**src/source/issue_pkg.sv**
```systemverilog
package issue_pkg;

    typedef logic [31:0] word_t;     // Data value or address
    typedef logic [3:0]  rob_id_t;   // ROB tag with 0 for no dependency
    typedef logic [4:0]  reg_idx_t;
    typedef logic [3:0]  alu_op_t;   // {funct7[5], funct3}
    typedef logic [2:0]  bcu_op_t;   // funct3
    typedef logic        rob_op_t;
    typedef logic [6:0]  opcode_t;

    localparam int NUM_REGS = 32;

    // ROB entry kinds
    localparam rob_op_t ROB_OP_OTHER  = 1'b0;
    localparam rob_op_t ROB_OP_BRANCH = 1'b1;

    // RV32I major opcodes kept by the issue stage
    localparam opcode_t OPC_LUI    = 7'b0110111;
    localparam opcode_t OPC_AUIPC  = 7'b0010111;
    localparam opcode_t OPC_JAL    = 7'b1101111;
    localparam opcode_t OPC_BRANCH = 7'b1100011;
    localparam opcode_t OPC_OP_IMM = 7'b0010011;
    localparam opcode_t OPC_OP     = 7'b0110011;

    typedef enum logic [1:0] {
        ST_TRY_ISSUE,   // Take a new instruction from the fetcher
        ST_ISSUE_HELD,  // Retry the instruction stalled on a full unit
        ST_SKIP_ONE     // Drop the slot after a redirect
    } issue_state_t;

endpackage
```
**src/source/field_decoder.sv**
```systemverilog
`timescale 1ns/1ns

module field_decoder (
    input  issue_pkg::word_t    instr,
    input  issue_pkg::word_t    pc,
    output issue_pkg::opcode_t  opcode,
    output issue_pkg::reg_idx_t rd,
    output issue_pkg::reg_idx_t rs1,
    output issue_pkg::reg_idx_t rs2,
    output issue_pkg::alu_op_t  alu_op,
    output issue_pkg::bcu_op_t  bcu_op,
    output issue_pkg::word_t    alu_imm_operand,
    output issue_pkg::word_t    u_imm,
    output issue_pkg::word_t    pc_plus4,
    output issue_pkg::word_t    jal_target,
    output issue_pkg::word_t    branch_target,
    output logic                uses_rs2
);
    import issue_pkg::*;

    logic [2:0] funct3;
    logic       is_shift;
    word_t      i_imm;
    word_t      b_imm;
    word_t      j_imm;

    assign opcode = instr[6:0];
    assign rd     = instr[11:7];
    assign funct3 = instr[14:12];
    assign rs1    = instr[19:15];
    assign rs2    = instr[24:20];
    assign bcu_op = funct3;

    // Sign-extended immediates
    assign i_imm = {{20{instr[31]}}, instr[31:20]};
    assign b_imm = {{19{instr[31]}}, instr[31], instr[7], instr[30:25], instr[11:8], 1'b0};
    assign j_imm = {{11{instr[31]}}, instr[31], instr[19:12], instr[20], instr[30:21], 1'b0};
    assign u_imm = {instr[31:12], 12'b0};

    assign pc_plus4      = pc + 32'd4;
    assign jal_target    = pc + j_imm;
    assign branch_target = pc + b_imm;

    assign is_shift = (funct3 == 3'b001) || (funct3 == 3'b101); // SLLI, SRLI, SRAI
    assign uses_rs2 = (opcode == OPC_OP) || (opcode == OPC_BRANCH);

    always_comb begin
        case (opcode)
            OPC_OP:     alu_op = {instr[30], funct3};
            OPC_OP_IMM: alu_op = is_shift ? {instr[30], funct3} : {1'b0, funct3};
            default:    alu_op = '0;                  // Plain add for AUIPC
        endcase
    end

    // Second ALU operand when rs2 is not a source
    always_comb begin
        if (opcode == OPC_AUIPC) begin
            alu_imm_operand = u_imm;
        end else if (opcode == OPC_OP_IMM && is_shift) begin
            alu_imm_operand = {27'b0, instr[24:20]};  // shamt
        end else begin
            alu_imm_operand = i_imm;
        end
    end

endmodule

```
**config.mk**
```make
export PLATFORM = sky130hd
export DESIGN_NAME = field_decoder
export DESIGN_NICKNAME = d
export VERILOG_FILES = /design/src/source/issue_pkg.sv /design/src/source/field_decoder.sv
export SDC_FILE = /design/constraint.sdc
export NUM_CORES = 1
export LEC_CHECK = 0
export BUFFER_PORTS_ARGS = -buffer_cell sky130_fd_sc_hd__buf_2
export CORE_AREA = 2 2 132 134
export DETAILED_ROUTE_END_ITERATION = 10
export DIE_AREA = 0 0 134 136
export PLACE_DENSITY = 0.59
export SLEW_MARGIN = 15
export SYNTH_ARGS = -nofsm -noshare
export SYNTH_HDL_FRONTEND = slang
export SYNTH_SLANG_ARGS = --single-unit
```
**constraint.sdc**
```tcl
create_clock -name vclk -period 2.9
set_input_delay 0.435 -clock vclk [all_inputs]
set_output_delay 0.435 -clock vclk [all_outputs]
set_load 0.01 [all_outputs]
```
# ---- After elaboration in Yosys (flattened, before gate mapping)
# Cells that the tools add are included.
dict set report totals {
  register_bits 0
  out_inout_bits 190
  elab_cells 16
}
dict set report classes {
  n_addsub 3
  n_eq_ne 6
  n_mux 4
  reduce_logical 3
}
# op n
set ops {}
lappend ops {{adder 32 bit} 2}
lappend ops {{2-to-1 mux 32 bit} 2}
lappend ops {{adder 32 x 3 -> 32 bit, second input constant} 1}
lappend ops {{equality test 7 x 5 -> 1 bit, second input constant} 2}
lappend ops {{case mux 4 bit (2 select lines)} 1}
lappend ops {{equality test 7 x 6 -> 1 bit, second input constant} 1}
lappend ops {{equality test 7 bit, second input constant} 1}
lappend ops {{2-to-1 mux 4 bit} 1}
lappend ops {{equality test 3 x 1 -> 1 bit, second input constant} 1}
lappend ops {{equality test 3 bit, second input constant} 1}
lappend ops {{logical OR 1 bit} 2}
lappend ops {{logical AND 1 bit} 1}

# ---- Longest topological paths before layout
dict set report depth {
  depth_word 5
  ltp_mapped 9
}

# ---- Worst setup path after synthesis
# OpenSTA, ideal clock, no wires.
dict set report synth_path {
  path_kind {input port to output port}
  startpoint {input port instr[21]}
  endpoint {output port jal_target[23]}
  arrival_time_ps 2531
  slack_ps -66
  stages 9
  n_path_buf 0
  cell_sequence {ha_1 -> fa_1 -> a211oi_1 -> o21ai_1 -> a211oi_2 -> o21ai_2 -> a41oi_4 -> o21ai_0 -> xnor2_1}
}
dict set report synth_between {
  elab_chain_len 1
}
# item line
set synth_rtl {}
lappend synth_rtl {{from (decl)} field_decoder.sv:4} ;# input issue_pkg::word_t instr,
lappend synth_rtl {{adder 32 bit} field_decoder.sv:41} ;# assign jal_target = pc + j_imm;
lappend synth_rtl {{to (decl)} field_decoder.sv:15} ;# output issue_pkg::word_t jal_target,
# No other way between the ends.

# ---- Worst setup path after layout
dict set report layout_path {
  startpoint {input port pc[1]}
  endpoint {output port jal_target[29]}
}
dict set report layout_between {
  elab_chain_len 1
}
# item line
set layout_rtl {}
lappend layout_rtl {{from (decl)} field_decoder.sv:5} ;# input issue_pkg::word_t pc,
lappend layout_rtl {{adder 32 bit} field_decoder.sv:41}
# No other way between the ends.

==> reports/metrics.yaml <==
outcome:
  violations: "setup timing"
  status: "complete, but fails checks"
synthesis:
  ys_types: 58
  yosysSeqAreaShare_pct: 0
  synth_commonest_cells: "buf_4 (62), a21oi_1 (57), xnor2_1 (56)"
  avgSynthCellArea_sq_um: 6.99
  syn_area_sq_um: 4150
  synth_top_area_share_pct: 13.3
  yosysMostFrequentCell: "buf_4"
  yosysTopAreaCell: "ha_1"
  yosys_warnings: 0
  syn_inst: 593
  yosys-top-cells-area: "ha_1 (13%), xnor2_1 (12%), buf_4 (11%)"
die:
  fp.dieW_um: 134
  row_count: 48
  dieArea_sq_um: 18200
  ios: 254
  die_h_um: 136
  initial_utilization_pct: 24.6
  coreArea_sq_um: 16900
final_layout:
  numSequentialCells: 0
  nets: 1034
  register_area_sq_um: 0
  num-fill-cells: 1732
  drive_gt1_share_pct: 56.9
  antenna_cells: 0
  final_area_sq_um: 7090
  clkbuf_count: 0
  syn2layout_area_growth_pct: 71.0
worst_setup_path:
  startpoint_type: "input pin"
  crit_start: "pc[1]"
  end_kind: "primary output"
  crit_fanout: 7
  critical_path_class: "in -> out"
  worstPathRequired_ps: 2470
  arrival_ps: 2610
  crit_path_end: "jal_target[29]"
run:
  drv_cap: 0
place:
  hpwl_mm: 14.9
  placed_cell_area_sq_um: 6170
  finalWeightedCongestion: 0.913
  io_buffers: 238
timing:
  rsz0062_at_grt: "yes"
  period_minus_slack_ps: 3050
  final-hold-violation-count: 0
  slew_headroom_pct: 62.6
  setup_viol: 14
  worstMarginPinSlew_ps: 557
  drv_slew: 0
  post-route-period-util_pct: 105
  fin_ws_ps: -149
  whs_ps: 870
  max_freq_mhz: 328
global_routing:
  grt_pass1_vias: 5014
  antenna_found_initial: 0
  grt_max_degree: 25
  grtUsageTotal_pct: 18.0
  grt_pass1_wl_mm: 26.4
  grt_overflow_total: 0
route:
  vias: 5433
  drc: 0
  ant_nets: 0
  dr.pass1.iters: 4
  drt_iter0_markers: 233
  wl_mm: 18.1
  viasPerCell: 4.74
  drt-wirelength-per-cell_um: 15.8
worst_hold_path:
  min_path_type: "in -> out"
power_and_ir_drop:
  p_per_area_nw_per_um2: 256
  vdd_drop_max_mv: 0.131
  power_leakage_nw: 3.52
==> timing repair <==
action,4_1_cts,5_1_grt
setup buffers,9,6
hold buffers,0,0
resized for setup,71,86
hold endpoints to repair,0,0
endpoints found under the setup margin,32,37
pin swaps,37,46
==> per-stage QoR <==
step	std cells	power (W)	util [%]	worst slack (ps)	setup TNS [ps]
detailed placement	1133	0.00156	36.6	-369	-6380
finish	1147	0.00181	42.0	-149	-951
global placement	1133	0.00155	36.6	-348	-5830
CTS	1141	0.00167	39.3	-138	-879
global route	1147	0.00196	42.0	-261	-2550
floorplan	604	0.000878	-	47.2	0
==> where the power goes <==
group	total [W]	internal (W)	switching [W]	leakage [nW]
logic	0.00181	0.000867	0.000947	3.52
registers	0	0	0	0
clock network	0	0	0	0
==> worst min path at each step <==
stage                             endpoint  slack [ps]   from  depth (start not counted)
final                     branch_target[0]         870  pc[0]                          0
after detailed placement  branch_target[0]         870  pc[0]                          0
after global routing      branch_target[0]         870  pc[0]                          0
after CTS                 branch_target[0]         870  pc[0]                          0
after global placement    branch_target[0]         870  pc[0]                          0
after floorplan                pc_plus4[2]         910  pc[2]                          1
==> per-layer routing <==
layer / wire length [um] / track usage [%] / part of all wire, %
met1: 8280 / 24.9 / 46
met2: 8970 / 31.9 / 50
met3: 602 / 0.783 / 3.3
met4: 235 / 2.19 / 1.3
met5: 0 / 0 / 0
==> logic make-up (layout without fill, tap and decap cells) <==
logic type	Yosys count	after routing	share of synthesized area [%]
compound gates	181	181	28.6
simple gates	175	175	21.8
buf+inv	105	423	17.3
xor+xnor	85	85	17.9
fa+ha+maj	46	46	14.2
other cells	1	12	0.0904
==> layout by cell type (no fill, tap or decap), types with 9 or more instances in the layout <==
master   netlist  final
and2_1        12     12
nor2_1        35     31
buf_2          4    230
o21ai_2        2      9
inv_1         17     17
ha_1          44     19
conb_1         1     12
o21ai_0       30     17
nand4_1       11     11
a21oi_2        0     20
nand2_1       42     38
xnor2_1       56     50
a21oi_1       57     35
nor3_1        11      9
ha_4           0     21
nand3_1       17     14
xor2_1        29     28
nor2b_1        9      9
a21o_1        39     39
buf_4         62    164
==> critical path: stages <==
cell and delay (ps):
buf_12 110, ha_4 150, fa_2 390, a211oi_4 250, o21ai_2 100, a211oi_2 260
o21ai_2 140, a41oi_4 260, buf_4 180, o21ai_2 50, xor2_1 140, buf_2 150
==> final cells by class <==
class / count / area, sq um / share of cell area (%)
repair buffers: 406 / 2550 / 35.9
multi-input cells: 499 / 4200 / 59.2
inverters: 17 / 63.8 / 0.899
well taps: 225 / 282 / 3.97
Note: power is estimated with default switching activity, not from simulation.
