==> src/source/issue_pkg.sv <==
package issue_pkg;

    typedef logic [31:0] word_t;     // Data value or address
    typedef logic [3:0]  rob_id_t;   // ROB tag with 0 for no dependency
    typedef logic [4:0]  reg_idx_t;
    typedef logic [3:0]  alu_op_t;   // {funct7[5], funct3}
    typedef logic [2:0]  bcu_op_t;   // funct3
    typedef logic        rob_op_t;
    typedef logic [6:0]  opcode_t;

    localparam int NUM_REGS = 32;

    // ROB entry kinds
    localparam rob_op_t ROB_OP_OTHER  = 1'b0;
    localparam rob_op_t ROB_OP_BRANCH = 1'b1;

    // RV32I major opcodes kept by the issue stage
    localparam opcode_t OPC_LUI    = 7'b0110111;
    localparam opcode_t OPC_AUIPC  = 7'b0010111;
    localparam opcode_t OPC_JAL    = 7'b1101111;
    localparam opcode_t OPC_BRANCH = 7'b1100011;
    localparam opcode_t OPC_OP_IMM = 7'b0010011;
    localparam opcode_t OPC_OP     = 7'b0110011;

    typedef enum logic [1:0] {
        ST_TRY_ISSUE,   // Take a new instruction from the fetcher
        ST_ISSUE_HELD,  // Retry the instruction stalled on a full unit
        ST_SKIP_ONE     // Drop the slot after a redirect
    } issue_state_t;

endpackage
==> src/source/operand_resolver.sv <==
`timescale 1ns/1ns

module operand_resolver #(
    parameter int ROB_DEPTH = 16
) (
    input  issue_pkg::reg_idx_t rs1,
    input  issue_pkg::reg_idx_t rs2,
    input  issue_pkg::rob_id_t  regfile_rob_id [issue_pkg::NUM_REGS],
    input  issue_pkg::word_t    regfile_data [issue_pkg::NUM_REGS],
    input  issue_pkg::word_t    rob_values [ROB_DEPTH],
    input  logic                rob_ready [ROB_DEPTH],
    input  issue_pkg::rob_id_t  cdb_alu_rob_id,
    input  issue_pkg::word_t    cdb_alu_value,
    input  logic                last_rename_valid,
    input  issue_pkg::reg_idx_t last_rename_reg,
    input  issue_pkg::rob_id_t  last_rename_tag,
    input  logic                last_value_ready,
    input  issue_pkg::word_t    last_value,
    output issue_pkg::word_t    rs1_value,
    output issue_pkg::rob_id_t  rs1_tag,
    output issue_pkg::word_t    rs2_value,
    output issue_pkg::rob_id_t  rs2_tag
);
    import issue_pkg::*;

    // One source register to a value or a pending tag
    function automatic void lookup(
        input  reg_idx_t r,
        output word_t    value,
        output rob_id_t  tag
    );
        rob_id_t rf_tag;
        rf_tag = regfile_rob_id[r];
        value  = '0;
        tag    = '0;
        if (r == '0) begin
            // x0 is hardwired
        end else if (last_rename_valid && last_rename_reg == r) begin
            // Rename from last cycle has not reached the register file yet
            if (last_value_ready) begin
                value = last_value;
            end else begin
                tag = last_rename_tag;
            end
        end else if (rf_tag == '0) begin
            value = regfile_data[r];
        end else if (cdb_alu_rob_id == rf_tag) begin
            value = cdb_alu_value;            // Result on the bus this cycle
        end else if (rob_ready[rf_tag]) begin
            value = rob_values[rf_tag];       // Done but not yet committed
        end else begin
            tag = rf_tag;
        end
    endfunction

    always_comb begin
        lookup(rs1, rs1_value, rs1_tag);
        lookup(rs2, rs2_value, rs2_tag);
    end

endmodule

==> config.mk <==
export PLATFORM = sky130hd
export DESIGN_NAME = operand_resolver
export DESIGN_NICKNAME = d
export VERILOG_FILES = /design/src/source/issue_pkg.sv /design/src/source/operand_resolver.sv
export SDC_FILE = /design/constraint.sdc
export NUM_CORES = 2
export LEC_CHECK = 0
export BUFFER_PORTS_ARGS = -buffer_cell sky130_fd_sc_hd__buf_2
export CORE_AREA = 2 2 719 721
export DETAILED_ROUTE_END_ITERATION = 7
export DIE_AREA = 0 0 721 723
export PLACE_DENSITY = 0.3
export SLEW_MARGIN = 20
export SYNTH_ARGS = -nofsm -noshare
export SYNTH_HDL_FRONTEND = slang
export SYNTH_SLANG_ARGS = --single-unit
==> constraint.sdc <==
create_clock -name vclk -period 7
set_input_delay 0.35 -clock vclk [all_inputs]
set_output_delay 0.35 -clock vclk [all_outputs]
set_load 0.02 [all_outputs]
After elaboration in Yosys (flattened, before gate mapping)

Cells that the tools add are included.
W data, S select, Z words.

Register bits: 0
Bits in latches: 0
RAM bits: 0
Memory bits (read-only): 0
Bits of input ports: 1769
Memories kept: 0

Add/sub/neg operators: 0
Multipliers: 0
Div/mod/pow operators: 0
$lt $le $gt $ge: 4
Equal/unequal tests: 4
Shift operators: 0
Muxes and demuxes: 46
Bitwise gates (word level): 4
Reductions and logical operators: 6

Operators with widths:

| operator             | number |
|---|---|
| $mux W32             | 19 |
| $bmux W32 S5         | 2 |
| $bmux W32 S4         | 2 |
| $mux W4              | 15 |
| $bmux W4 S5          | 2 |
| $ge A6 B6 Y1 const B | 2 |
| $not A5 Y6           | 2 |
| $eq A5 B5 Y1         | 2 |
| $ge A5 B5 Y1 const B | 2 |
| $logic_not A5 Y1     | 2 |
| $not A4 Y5           | 2 |
| $bmux W1 S4          | 2 |
| $eq A4 B4 Y1         | 2 |
| $logic_not A4 Y1     | 2 |
| $mux W1              | 4 |
| $logic_and A1 B1 Y1  | 2 |

Logic depth before layout (Yosys ltp)

Depth in word-level cells: 13
Depth in mapped cells: 16
Depth with buffers taken out: 10

Worst setup path before layout

OpenSTA, ideal clock, no wires.

Path type: input port to output port
Start point: in rs2[1]
End point: out rs2_value[6]
Arrival time: 3.711 ns
Data required time: 6.650 ns
Path slack: 2.939 ns
Stages on the path: 11
Cell sequence: buf_4 buf_6 mux4_2 mux4_2 mux2i_4 mux2_2 a211oi_1 o21ba_2 buf_2 a221oi_1 nor4_1

Cells in the longest elaborated chain, start to end: 13

RTL lines:

| item                                                                          | line                                           | RTL |
|---|---|---|
| from (decl)                                                                   | operand_resolver.sv:7                          | `input issue_pkg::reg_idx_t rs2,` |
| $not A5 Y6 (implied by the code)                                              | operand_resolver.sv:33, operand_resolver.sv:46 |  |
| $bmux W4 S5                                                                   | operand_resolver.sv:33                         | `rf_tag = regfile_rob_id[r];` |
| $mux W4 (implied by the code) (2 in a row)                                    | operand_resolver.sv:33                         |  |
| $not A4 Y5 (implied by the code)                                              | operand_resolver.sv:49, operand_resolver.sv:50 |  |
| $bmux W32 S4 / $bmux W1 S4 (equally long branches)                            | operand_resolver.sv:50, operand_resolver.sv:49 |  |
| $mux W32 (implied by the code) / $mux W1 (equally long branches) (2 in a row) | operand_resolver.sv:50, operand_resolver.sv:49 |  |
| $mux W32                                                                      | operand_resolver.sv:49                         | `end else if (rob_ready[rf_tag]) begin` |
| $mux W32                                                                      | operand_resolver.sv:47                         | `end else if (cdb_alu_rob_id == rf_tag) begin` |
| $mux W32                                                                      | operand_resolver.sv:45                         | `end else if (rf_tag == '0) begin` |
| $mux W32                                                                      | operand_resolver.sv:38                         | `end else if (last_rename_valid && last_rename_reg == r) begin` |
| $mux W32 (*)                                                                  | operand_resolver.sv:36                         | `if (r == '0) begin` |
| to (decl)                                                                     | operand_resolver.sv:21                         | `output issue_pkg::word_t rs2_value,` |

Every way passes the cells marked *; elsewhere a longest branch is shown, timed or not. The select of a mux whose other input is x is not followed.

Worst setup path after layout

Start point: in rs2[1]
End point: out rs2_value[17]

Same word-level chain as after synthesis.

==> summary.md <==
| Metric | Value |
|---|---|
| Sequential cells | 0 |
| Commonest non-fill, non-tap cell in the layout | buf_2 |
| Class of the worst hold path | primary input to output pin |
| CP arrival | 5350 ps |
| Syn_nets | 4,947 |
| Buffers on Ports | 1,841 |
| GPL Wtd Cong | 0.996 |
| # hold bufs at CTS | 0 |
| Fin crit share | 0.814 |
| Drt initial violations | 4,520 |
| Synth area leaders | mux4_2, mux2i_1, nand2_1 |
| Period minus WS final | 5700 ps |
| Post-Synth XOR/XNOR Area | 0.00518 |
| Layout cells sized above 1 | 0.591 |
| Initial Utilization | 0.0592 |
| Adder-cell share of the synthesized area | 0 |
| Start point of the critical path | rs2[1] |
| Drt total wl | 442 mm |
| F_max | 176 MHz |
| Final non-filler cell total | 11,934 |
| Register Area | 0 um2 |
| Pwr dens | 119 nW/um2 |
| Post-synth cell types | 51 |
| Largest net degree at the start of global routing | 119 |
| Max Cap Viol | 0 |
| Die height | 723 um |
| Hold slack | 1190 ps |
| GRT overflow | 0 |
| Synthesized area per cell | 9.58 um2 |
| Site Rows | 264 |
| Total of warnings raised by yosys | 0 |
| Crit path kind | primary input to output pin |
| # DRC | 0 |
| Die ar. | 521,000 um2 |
| Post-Synth Simple-Gate Area | 0.151 |
| IO Pins | 1,841 |
| RSZ-0062 raised after global routing | no |
| Cell taking the most area after synthesis | mux4_2 |
| Vias in the first global route | 39,978 |
| Slew margin rel. | 0.273 |
| Min-delay src | last_value[19] |
| Fin. max-slew vios | 0 |
| DP Wirelength | 397 mm |
| Gr usage total | 0.160 |
| Most frequent cells in the layout | buf_2, mux4_2, nand2_1 |
| TNS Setup | 0 ps |
| Mux contribution to synthesized area | 0.665 |
| DR WL/cell | 37.0 um |
| Seq/Total Area, Yosys | 0 |
| Via density | 3.52 |
| Chip width | 721 um |
| Initial antenna violation count | 494 |
| Compound-Gate Fraction of Synth Area | 0.122 |
| Critical path endpoint category | output pin |
| NumNets Final | 6,530 |
| P_leak | 19.0 nW |
| Cell Area, Synth | 30,500 um2 |
| Crit Path Max Fanout | 98 |
| Status | finished, final reports clean |
| Synthesis-to-finish area growth | 62.4% |
| First-pass GRT wire length | 529 mm |
| Via count | 42,011 |
| Top-area cell type share of the netlist area | 0.501 |
| Clock buffer count in the final layout | 0 |
| Util after Layout | 0.0962 |
| Final hold violations | 0 |
| Crit path launch type | primary input |
| Critical Path RT | 6650 ps |
| Endpoints failing setup | 0 |
| Post-cts resize count | 0 |
| Drt pass-1 iters | 8 |
| Core Region | 515,000 um2 |
| Slew @ Worst Pin | 1060 ps |
| Cell count after synthesis | 3,178 |
| Postcts setup bufs | 0 |
| Antenna viol nets, final | 0 |
| Largest family of logic cells by synthesized area | multiplexers |
| Worst vdd ir | 0.0735 mV |
| Placed insts | 11,542 |
## kinds of logic (layout without fill, tap and decap cells)
kind of cell,Yosys count,in the layout
mux,1163,1163
simple gates,1008,1008
compound gates,567,567
buf+inv,422,2003
xor+xnor,18,18
other cells,0,392
## report_power, final
part | internal (mW) | switching (mW) | total (mW)
clock network | 0.00000783 | 0 | 0.00000783
registers | 0 | 0 | 0
logic | 2.23 | 3.67 | 5.89
## worst max-delay path, cell delays in order
cell and delay, ps:
buf_8 360, mux2i_1 200, a22oi_1 220, a21oi_1 140, nor4_4 660, buf_12 490, buf_12 460, mux2i_1 150
mux2i_1 220, mux2i_1 110, o211ai_1 230, a221oi_1 110, nor4_1 850, buf_12 230
## final timing paths
check	to	slack (ps)	cells past startpoint
max	rs2_value[17]	1300	14
min	rs2_value[19]	1190	4
## final cells by class
class              instances  area (um2)
repair buffers          1980       11000
inverters                 23        87.6
multi-input cells       2756       28900
well taps               6783        8490
fillers                60286      465000
diodes                   392         981
## per-stage QoR
step                      cell area, um2  worst slack, ps  power [mW]
after floorplan                    30500             2940        2.70
after global placement             48500             1330        5.94
after detailed placement           48500             1390        5.93
after CTS                          48500             1350        5.94
after global routing               49100             1160        6.17
final                              49500             1300        5.89
## layer usage
| metal | track usage | vias to the layer above | share of wire |
|---|---|---|---|
| met3 | 0.0616 | 893 | 0.10 |
| met5 | 0.00610 | - | 0.0030 |
| met1 | 0.198 | 21501 | 0.40 |
| li1 | - | 16677 | - |
| met2 | 0.247 | 2742 | 0.44 |
| met4 | 0.0697 | 198 | 0.050 |
## Yosys cell counts, types with 21 or more instances
library cell / instances
a211oi_1: 59
a21o_1: 21
a21oi_1: 161
a22oi_1: 38
a31oi_1: 28
a32oi_1: 38
and3_1: 92
buf_1: 100
buf_2: 58
clkbuf_1: 228
inv_1: 23
mux2_2: 114
mux2i_1: 371
mux4_2: 677
nand2_1: 523
nand3_1: 171
nand4_1: 32
nor2_1: 114
o211ai_1: 29
o21ai_0: 99
Note: power is estimated with default switching activity, not from simulation.
