### config.mk
export PLATFORM = sky130hd
export DESIGN_NAME = issue_controller
export DESIGN_NICKNAME = d
export VERILOG_FILES = /design/src/source/issue_pkg.sv /design/src/source/issue_controller.sv
export SDC_FILE = /design/constraint.sdc
export NUM_CORES = 1
export LEC_CHECK = 0
export ABC_AREA = 1
export BUFFER_PORTS_ARGS = -buffer_cell sky130_fd_sc_hd__buf_2
export CORE_AREA = 10 10 280 282
export CTS_BUF_LIST = sky130_fd_sc_hd__clkbuf_8
export CTS_CLUSTER_DIAMETER = 50
export DETAILED_ROUTE_END_ITERATION = 8
export DIE_AREA = 0 0 290 292
export PLACE_DENSITY = 0.48
export SLEW_MARGIN = 15
export SYNTH_ARGS = -nofsm -noshare
export SYNTH_HDL_FRONTEND = slang
export SYNTH_SLANG_ARGS = --single-unit
### constraint.sdc
create_clock -name clk_in -period 3.1 [get_ports clk_in]
set_input_delay 0.31 -clock clk_in [delete_from_list [all_inputs] [get_ports clk_in]]
set_output_delay 0.31 -clock clk_in [all_outputs]
set_load 0.02 [all_outputs]
### src/source/issue_pkg.sv
package issue_pkg;

    typedef logic [31:0] word_t;     // Data value or address
    typedef logic [3:0]  rob_id_t;   // ROB tag with 0 for no dependency
    typedef logic [4:0]  reg_idx_t;
    typedef logic [3:0]  alu_op_t;   // {funct7[5], funct3}
    typedef logic [2:0]  bcu_op_t;   // funct3
    typedef logic        rob_op_t;
    typedef logic [6:0]  opcode_t;

    localparam int NUM_REGS = 32;

    // ROB entry kinds
    localparam rob_op_t ROB_OP_OTHER  = 1'b0;
    localparam rob_op_t ROB_OP_BRANCH = 1'b1;

    // RV32I major opcodes kept by the issue stage
    localparam opcode_t OPC_LUI    = 7'b0110111;
    localparam opcode_t OPC_AUIPC  = 7'b0010111;
    localparam opcode_t OPC_JAL    = 7'b1101111;
    localparam opcode_t OPC_BRANCH = 7'b1100011;
    localparam opcode_t OPC_OP_IMM = 7'b0010011;
    localparam opcode_t OPC_OP     = 7'b0110011;

    typedef enum logic [1:0] {
        ST_TRY_ISSUE,   // Take a new instruction from the fetcher
        ST_ISSUE_HELD,  // Retry the instruction stalled on a full unit
        ST_SKIP_ONE     // Drop the slot after a redirect
    } issue_state_t;

endpackage
### src/source/issue_controller.sv
`timescale 1ns/1ns

module issue_controller (
    input  logic                clk_in,
    input  logic                arst_n,
    input  logic                flush,
    input  logic                instruction_valid,
    input  issue_pkg::word_t    instr,
    input  issue_pkg::word_t    pc,
    input  logic                pred_taken,
    input  issue_pkg::opcode_t  opcode,
    input  issue_pkg::reg_idx_t rd,
    input  issue_pkg::alu_op_t  alu_op,
    input  issue_pkg::bcu_op_t  bcu_op,
    input  issue_pkg::word_t    alu_imm_operand,
    input  issue_pkg::word_t    u_imm,
    input  issue_pkg::word_t    pc_plus4,
    input  issue_pkg::word_t    jal_target,
    input  issue_pkg::word_t    branch_target,
    input  logic                uses_rs2,
    input  issue_pkg::word_t    rs1_value,
    input  issue_pkg::rob_id_t  rs1_tag,
    input  issue_pkg::word_t    rs2_value,
    input  issue_pkg::rob_id_t  rs2_tag,
    input  logic                rob_full,
    input  logic                rs_alu_full,
    input  logic                rs_bcu_full,
    input  issue_pkg::rob_id_t  next_rob_id,
    output logic                fetcher_enabled,
    output issue_pkg::word_t    fetcher_pc,
    output logic                rob_enabled,
    output issue_pkg::rob_op_t  rob_op,
    output logic                rob_value_ready,
    output issue_pkg::word_t    rob_value,
    output issue_pkg::word_t    rob_alt_value,
    output issue_pkg::rob_id_t  rob_dest,
    output logic                rob_pred_taken,
    output logic                rs_alu_enabled,
    output issue_pkg::alu_op_t  rs_alu_op,
    output issue_pkg::word_t    rs_alu_vj,
    output issue_pkg::word_t    rs_alu_vk,
    output issue_pkg::rob_id_t  rs_alu_qj,
    output issue_pkg::rob_id_t  rs_alu_qk,
    output issue_pkg::rob_id_t  rs_alu_dest,
    output logic                rs_bcu_enabled,
    output issue_pkg::bcu_op_t  rs_bcu_op,
    output issue_pkg::word_t    rs_bcu_vj,
    output issue_pkg::word_t    rs_bcu_vk,
    output issue_pkg::rob_id_t  rs_bcu_qj,
    output issue_pkg::rob_id_t  rs_bcu_qk,
    output issue_pkg::rob_id_t  rs_bcu_dest,
    output issue_pkg::word_t    rs_bcu_pc_fallthrough,
    output issue_pkg::word_t    rs_bcu_pc_target,
    output logic                regfile_enabled,
    output issue_pkg::reg_idx_t regfile_reg_id,
    output issue_pkg::rob_id_t  regfile_rob_id_out,
    output issue_pkg::word_t    held_instr,
    output issue_pkg::word_t    held_pc,
    output logic                held_pred_taken,
    output logic                in_held_state
);
    import issue_pkg::*;

    issue_state_t state;
    issue_state_t state_next;
    logic         attempt;    // An instruction is up for issue this cycle
    logic         known_op;
    logic         need_alu;
    logic         need_bcu;
    logic         writes_rd;
    logic         redirect;   // JAL or branch
    logic         stall;
    logic         go;
    word_t        fetch_pc_next;

    assign in_held_state = (state == ST_ISSUE_HELD);

    // Flush kills the attempt, so nothing issues and the state falls back to try
    assign attempt = !flush && (in_held_state || (state == ST_TRY_ISSUE && instruction_valid));

    always_comb begin
        known_op  = 1'b1;
        need_alu  = 1'b0;
        need_bcu  = 1'b0;
        writes_rd = 1'b0;
        case (opcode)
            OPC_LUI, OPC_JAL: writes_rd = 1'b1;
            OPC_AUIPC, OPC_OP_IMM, OPC_OP: begin
                writes_rd = 1'b1;
                need_alu  = 1'b1;
            end
            OPC_BRANCH: need_bcu = 1'b1;
            default:    known_op = 1'b0;
        endcase
    end

    assign redirect = (opcode == OPC_JAL) || (opcode == OPC_BRANCH);
    assign stall = attempt && known_op &&
                   (rob_full || (need_alu && rs_alu_full) || (need_bcu && rs_bcu_full));
    assign go = attempt && known_op && !stall;

    always_comb begin
        if (stall) begin
            state_next = ST_ISSUE_HELD;
        end else if (go && redirect) begin
            state_next = ST_SKIP_ONE;
        end else begin
            state_next = ST_TRY_ISSUE;    // Also the exit from the skip slot
        end
    end

    always_comb begin
        if (stall || opcode == OPC_BRANCH && !pred_taken) begin
            fetch_pc_next = pc_plus4;     // Refetch after the held one, or fall through
        end else if (opcode == OPC_JAL) begin
            fetch_pc_next = jal_target;
        end else begin
            fetch_pc_next = branch_target;
        end
    end

    always_ff @(posedge clk_in or negedge arst_n) begin
        if (!arst_n) begin
            state           <= ST_TRY_ISSUE;
            fetcher_enabled <= 1'b0;
            rob_enabled     <= 1'b0;
            rs_alu_enabled  <= 1'b0;
            rs_bcu_enabled  <= 1'b0;
            regfile_enabled <= 1'b0;
        end else begin
            state           <= state_next;
            fetcher_enabled <= stall || (go && redirect);
            rob_enabled     <= go;
            rs_alu_enabled  <= go && need_alu;
            rs_bcu_enabled  <= go && need_bcu;
            regfile_enabled <= go && writes_rd && (rd != '0);
        end
    end

    // Payloads load every cycle and count only under their strobe
    always_ff @(posedge clk_in) begin
        fetcher_pc      <= fetch_pc_next;
        rob_op          <= (opcode == OPC_BRANCH) ? ROB_OP_BRANCH : ROB_OP_OTHER;
        rob_value_ready <= (opcode == OPC_LUI) || (opcode == OPC_JAL);
        if (opcode == OPC_JAL) begin
            rob_value <= pc_plus4;      // Link address
        end else if (opcode == OPC_LUI) begin
            rob_value <= u_imm;
        end else begin
            rob_value <= '0;
        end
        rob_alt_value  <= (opcode == OPC_BRANCH) ? pc : '0;
        rob_dest       <= next_rob_id;
        rob_pred_taken <= (opcode == OPC_BRANCH) && pred_taken;

        rs_alu_op   <= alu_op;
        rs_alu_vj   <= (opcode == OPC_AUIPC) ? pc : rs1_value;
        rs_alu_qj   <= (opcode == OPC_AUIPC) ? '0 : rs1_tag;
        rs_alu_vk   <= uses_rs2 ? rs2_value : alu_imm_operand;
        rs_alu_qk   <= uses_rs2 ? rs2_tag : '0;
        rs_alu_dest <= next_rob_id;

        rs_bcu_op             <= bcu_op;
        rs_bcu_vj             <= rs1_value;
        rs_bcu_vk             <= rs2_value;
        rs_bcu_qj             <= rs1_tag;
        rs_bcu_qk             <= rs2_tag;
        rs_bcu_dest           <= next_rob_id;
        rs_bcu_pc_fallthrough <= pc_plus4;
        rs_bcu_pc_target      <= branch_target;

        regfile_reg_id     <= rd;
        regfile_rob_id_out <= next_rob_id;

        // Retry buffer
        if (stall) begin
            held_instr      <= instr;
            held_pc         <= pc;
            held_pred_taken <= pred_taken;
        end
    end

endmodule

* After elaboration in Yosys (flattened, before gate mapping)
Index checks and enable logic that the tools add are counted.
Storage, ports and cells: flip-flop bits (word level) 395, input bits 328, output and inout bits 406
Cells by class: equal/unequal tests 7, mux-type cells 12, reduce and logical (&&, ||, !) cells 29
Operators with widths (number):
- $mux W32 | 6
- $eq A7 B5 Y1 const B | 2
- $eq A7 B6 Y1 const B | 2
- $eq A7 B7 Y1 const B | 2
- $logic_and A1 B1 Y1 | 14
- $logic_or A1 B1 Y1 | 7
- $reduce_or A6 Y1 | 1
- $reduce_bool A5 Y1 | 1
- $reduce_or A5 Y1 | 1
- $mux W1 | 4
- $mux W2 | 2
- $logic_not A1 Y1 | 3
- $reduce_or A3 Y1 | 1
- $eq A2 B1 Y1 const B | 1
- $logic_not A2 Y1 | 1

* Logic depth before layout (Yosys ltp)
depth in word-level cells 12, mapped depth 12, gate-level depth less buffers 11

* Worst setup path after synthesis
Ideal clock, no wire load.
path type input to register, start point input opcode[5], end point register held_instr[0], enable pin, setup time 0.420 ns, arrival 2.477 ns, required time 2.680 ns, path slack 0.203 ns, cell stages on the path 9, path buffers 2, path through buf_4 nor3_1 nand2_1 nand2_1 nand2_1 nand2_2 nand2_4 buf_2 inv_1
Between the ends: word-level cells in the longest chain between the ends 7, elaborated cells on any way between the ends 17
RTL lines:
- from (decl) | RTL line issue_controller.sv:11 | input issue_pkg::opcode_t opcode,
- $eq A7 B5 Y1 or $eq A7 B6 Y1 (tied branches) | RTL line issue_controller.sv:86 | case (opcode)
- $reduce_or A3 Y1 | RTL line issue_controller.sv:86
- $mux W1 | RTL line issue_controller.sv:86
- $logic_and A1 B1 Y1 | RTL line issue_controller.sv:99 | (rob_full || (need_alu && rs_alu_full) || (need_bcu && rs_bcu_full));
- $logic_or A1 B1 Y1 (2 in a row) | RTL line issue_controller.sv:99
- $logic_and A1 B1 Y1 (*) | RTL line issue_controller.sv:98 | assign stall = attempt && known_op &&
- net stall | RTL line issue_controller.sv:72 | logic stall;
- to (signal assigned) | RTL line issue_controller.sv:177 | held_instr <= instr;
- to (decl) | RTL line issue_controller.sv:57 | output issue_pkg::word_t held_instr,
Mark *: on every way through the listed nets, which the timed path passes. The rest lies on a longest branch. A chain may end at the register's enable or synchronous reset.

* Worst setup path in the final report
start point input opcode[4], end point register fetcher_pc[21]
Between the ends: word-level cells in the longest chain between the ends 9, elaborated cells on any way between the ends 21
RTL lines:
- $eq A7 B5 Y1 or $eq A7 B6 Y1 (tied branches) | RTL line issue_controller.sv:86
- $reduce_or A3 Y1 | RTL line issue_controller.sv:86
- $mux W1 | RTL line issue_controller.sv:86
- $logic_and A1 B1 Y1 | RTL line issue_controller.sv:99
- $logic_or A1 B1 Y1 (2 in a row) | RTL line issue_controller.sv:99
- $logic_and A1 B1 Y1 | RTL line issue_controller.sv:98
- $logic_or A1 B1 Y1 | RTL line issue_controller.sv:113 | if (stall || opcode == OPC_BRANCH && !pred_taken) begin
- $mux W32 (*) | RTL line issue_controller.sv:113
- net fetch_pc_next[21] | RTL line issue_controller.sv:74 | word_t fetch_pc_next;
- to (signal assigned) | RTL line issue_controller.sv:142 | fetcher_pc <= fetch_pc_next;
- to (decl) | RTL line issue_controller.sv:30 | output issue_pkg::word_t fetcher_pc,
Marked as above.

==> results_dict.tcl <==
set metrics [dict create \
    status "completed" \
    timing.rr.start "state[1]" \
    path_buf_inv 4 \
    core_area_mm2 0.0726 \
    die_area_mm2 0.0847 \
    fin_skew_ns 0.0373 \
    nets 2374 \
    num_rows 99 \
    grt_pass1_vias 12337 \
    hold_start "jal_target[28]" \
    p_comb_frac 0.112 \
    cp_num_cells 13 \
    cp.arrival_ns 2.66 \
    final_common_cell "buf_2" \
    ys_ff_latch 395 \
    tns_ns 0 \
    r2r-end "fetcher_pc[21]" \
    final_max_slew_viol_count 0 \
    hold_end "fetcher_pc[28]" \
    seqPwrFrac 0.467 \
    initial_core_util 0.156 \
    worst_pin_slew_ns 0.974 \
    grt_max_degree 67 \
    cts_tree "built" \
    cts_htree_levels 3 \
    hold_slack_ns 0.0728 \
    ys.flop_type "dfxtp_1" \
    slowest_delay_ns 0.55 \
    sw_frac_of_total 0.250 \
    die_w_um 290 \
    avgSynthCellArea_um2 11.7 \
    startpoint_type "input pin" \
    io_pins 734 \
    crit_path_top_delay_cell "dlygate4sd3_1" \
    drt_iter0_markers 387 \
    cts.sinks 395 \
    async_flop_share 0.0177 \
    synthCells 965 \
    worstRegToRegCells 8 \
    ys_types 24 \
    rsz0062_at_grt "no" \
    clk_pin_slew_ns 0.05 \
    vias 10987 \
    finalHoldViolCount 0 \
    p_int_mw 8.79 \
    hold_class "input pin to register" \
    seq_area_frac_synth 0.759 \
    die_h_um 292 \
    cts_made_buffers 71 \
    path_max_fanout 34 \
    finalInstanceArea_mm2 0.0206 \
    required_ns 3.60 \
    firstDrtPassIters 5 \
    io_buffers 733 \
    vias_per_cell 3.60 \
    grt_pass1_wl_mm 77.8 \
    crit_path_cell_trace "dlygate4sd3_1 > buf_2 > inv_1 > nor2_4 > nand2_1 > nand2_1 > nand2_1 > nand2_2 > nand2_4 > buf_4 > nand2_4 > nand2_1 > nand2_1" \
    place_area_mm2 0.0160 \
    wire_per_inst_um 17.5 \
    end_kind "register" \
    finalWirelength_mm 53.6 \
    dp_hpwl_mm 41.6 \
    finalCriticalPeriod_ns 2.16 \
    finalCritPeriodShare 0.698 \
    critPathKind "input pin to register" \
    max-clock-path-buffers 3 \
    cellLeakagePower_nw 10.1 \
    layout-drive-gt1-share 0.433 \
    synthesis.area_mm2 0.0113 \
    post_cts_buffers 0 \
    relSlewSlack 0.350 \
    drc 0 \
    ant_nets 0 \
    power.density_mw_per_mm2 570 \
    drv_cap 0 \
    gr-total-overflow 0 \
    synth_nets 1293 \
    antenna_found_initial 5 \
    pwr-share-clk 0.422 \
    final_cell_mix "733 x buf_2, 323 x dfxtp_1, 312 x dlygate4sd3_1, 225 x nand2_1, 91 x inv_1" \
    gp_congestion 0.857 \
    synth_edf_count 65 \
    ff2ff_setup_slack_ns 1.02 \
    cts-root-buf "clkbuf_8" \
    crit_path_frequent_cell "nand2_1" \
    grt_usage 0.120 \
    switching_power_mw 2.93 \
    ir_worst_vdd_mv 0.389 \
    area_growth_pct 81.8 \
    clock.fmax_mhz 462 \
    setup_viol 0 \
    crit_family "buffers and inverters" \
    clock_latency_ns 0.64 \
    worstHoldPathCells 5 \
    synth_warnings 0 \
]
## cells by family (layout without fill, tap and decap cells)
group / count (synthesis) / count (layout) / synth area share
compound gates: 67 / 67 / 0.0296
flops: 395 / 395 / 0.759
buf+inv: 129 / 1258 / 0.0532
other cells: 0 / 3 / 0
mux: 32 / 32 / 0.0318
simple gates: 342 / 342 / 0.126
## worst max-delay path by stage
stage,start,to,slack (ns)
after floorplan,opcode[5],held_instr[0],0.20
after global placement,opcode[1],fetcher_pc[29],0.87
after detailed placement,opcode[1],fetcher_pc[30],0.80
after CTS,state[1],fetcher_pc[30],0.98
after global routing,opcode[4],fetcher_pc[30],0.78
final,opcode[4],fetcher_pc[21],0.94
## power groups by stage
| stage | registers (mW) | clock network (mW) | logic (mW) |
|---|---|---|---|
| 2_1_floorplan | 5.84 | 0 | 0.168 |
| 3_3_place_gp | 5.58 | 0 | 0.991 |
| 3_5_place_dp | 5.58 | 0 | 0.997 |
| 4_1_cts | 5.47 | 5.12 | 1.32 |
| 5_1_grt | 5.49 | 5.35 | 1.40 |
| 6_report | 5.47 | 4.94 | 1.31 |
## area by class of cell
type	instances	area (µm²)
antenna	3	7.51
inverter	80	302
multi-input combinational	441	2130
timing repair buffer	1057	6890
clock buffer	89	1220
fill	7521	52000
tap	959	1200
sequential	395	8590
clock inverter	32	221
## cells in the mapped netlist (7+ instances only)
library cell,count,area share
o21ai_1,10,0.0044
nand2_1,227,0.075
buf_2,16,0.0071
nand3_1,35,0.015
o21ai_0,50,0.022
mux2_2,32,0.032
buf_4,17,0.011
dfrtp_1,7,0.015
clkbuf_1,9,0.0030
a21oi_1,7,0.0031
dfxtp_1,323,0.57
nand2_2,13,0.0072
nor2_1,51,0.017
inv_1,76,0.025
edfxtp_1,65,0.17
## repair_timing
action / in CTS / in global routing
hold buffers: 312 / 0
gates resized for setup: 0 / 0
hold endpoints to repair: 393 / 0
## worst min-delay path: stages
cell     delay [ns]
buf_2          0.08
nand2_1        0.06
nand2_1        0.06
nand3_1        0.08
nand2_1        0.06
## metal layers
layer	vias to the layer above	routed length, µm	global-route usage
li1	5209	-	-
met1	5076	19200	0.119
met2	588	27100	0.215
met3	114	5440	0.0537
met4	0	1830	0.0484
met5	-	0	0
## stage by stage
step	utilization	power (mW)	worst slack (ns)	std cells
3_5_place_dp	0.220	6.57	0.797	2620
6_report	0.283	11.7	0.935	3056
5_1_grt	0.283	12.2	0.780	3056
3_3_place_gp	0.220	6.57	0.874	2620
4_1_cts	0.283	11.9	0.981	3053
2_1_floorplan	-	6.01	0.203	965
(Power assumes the default switching activity.)
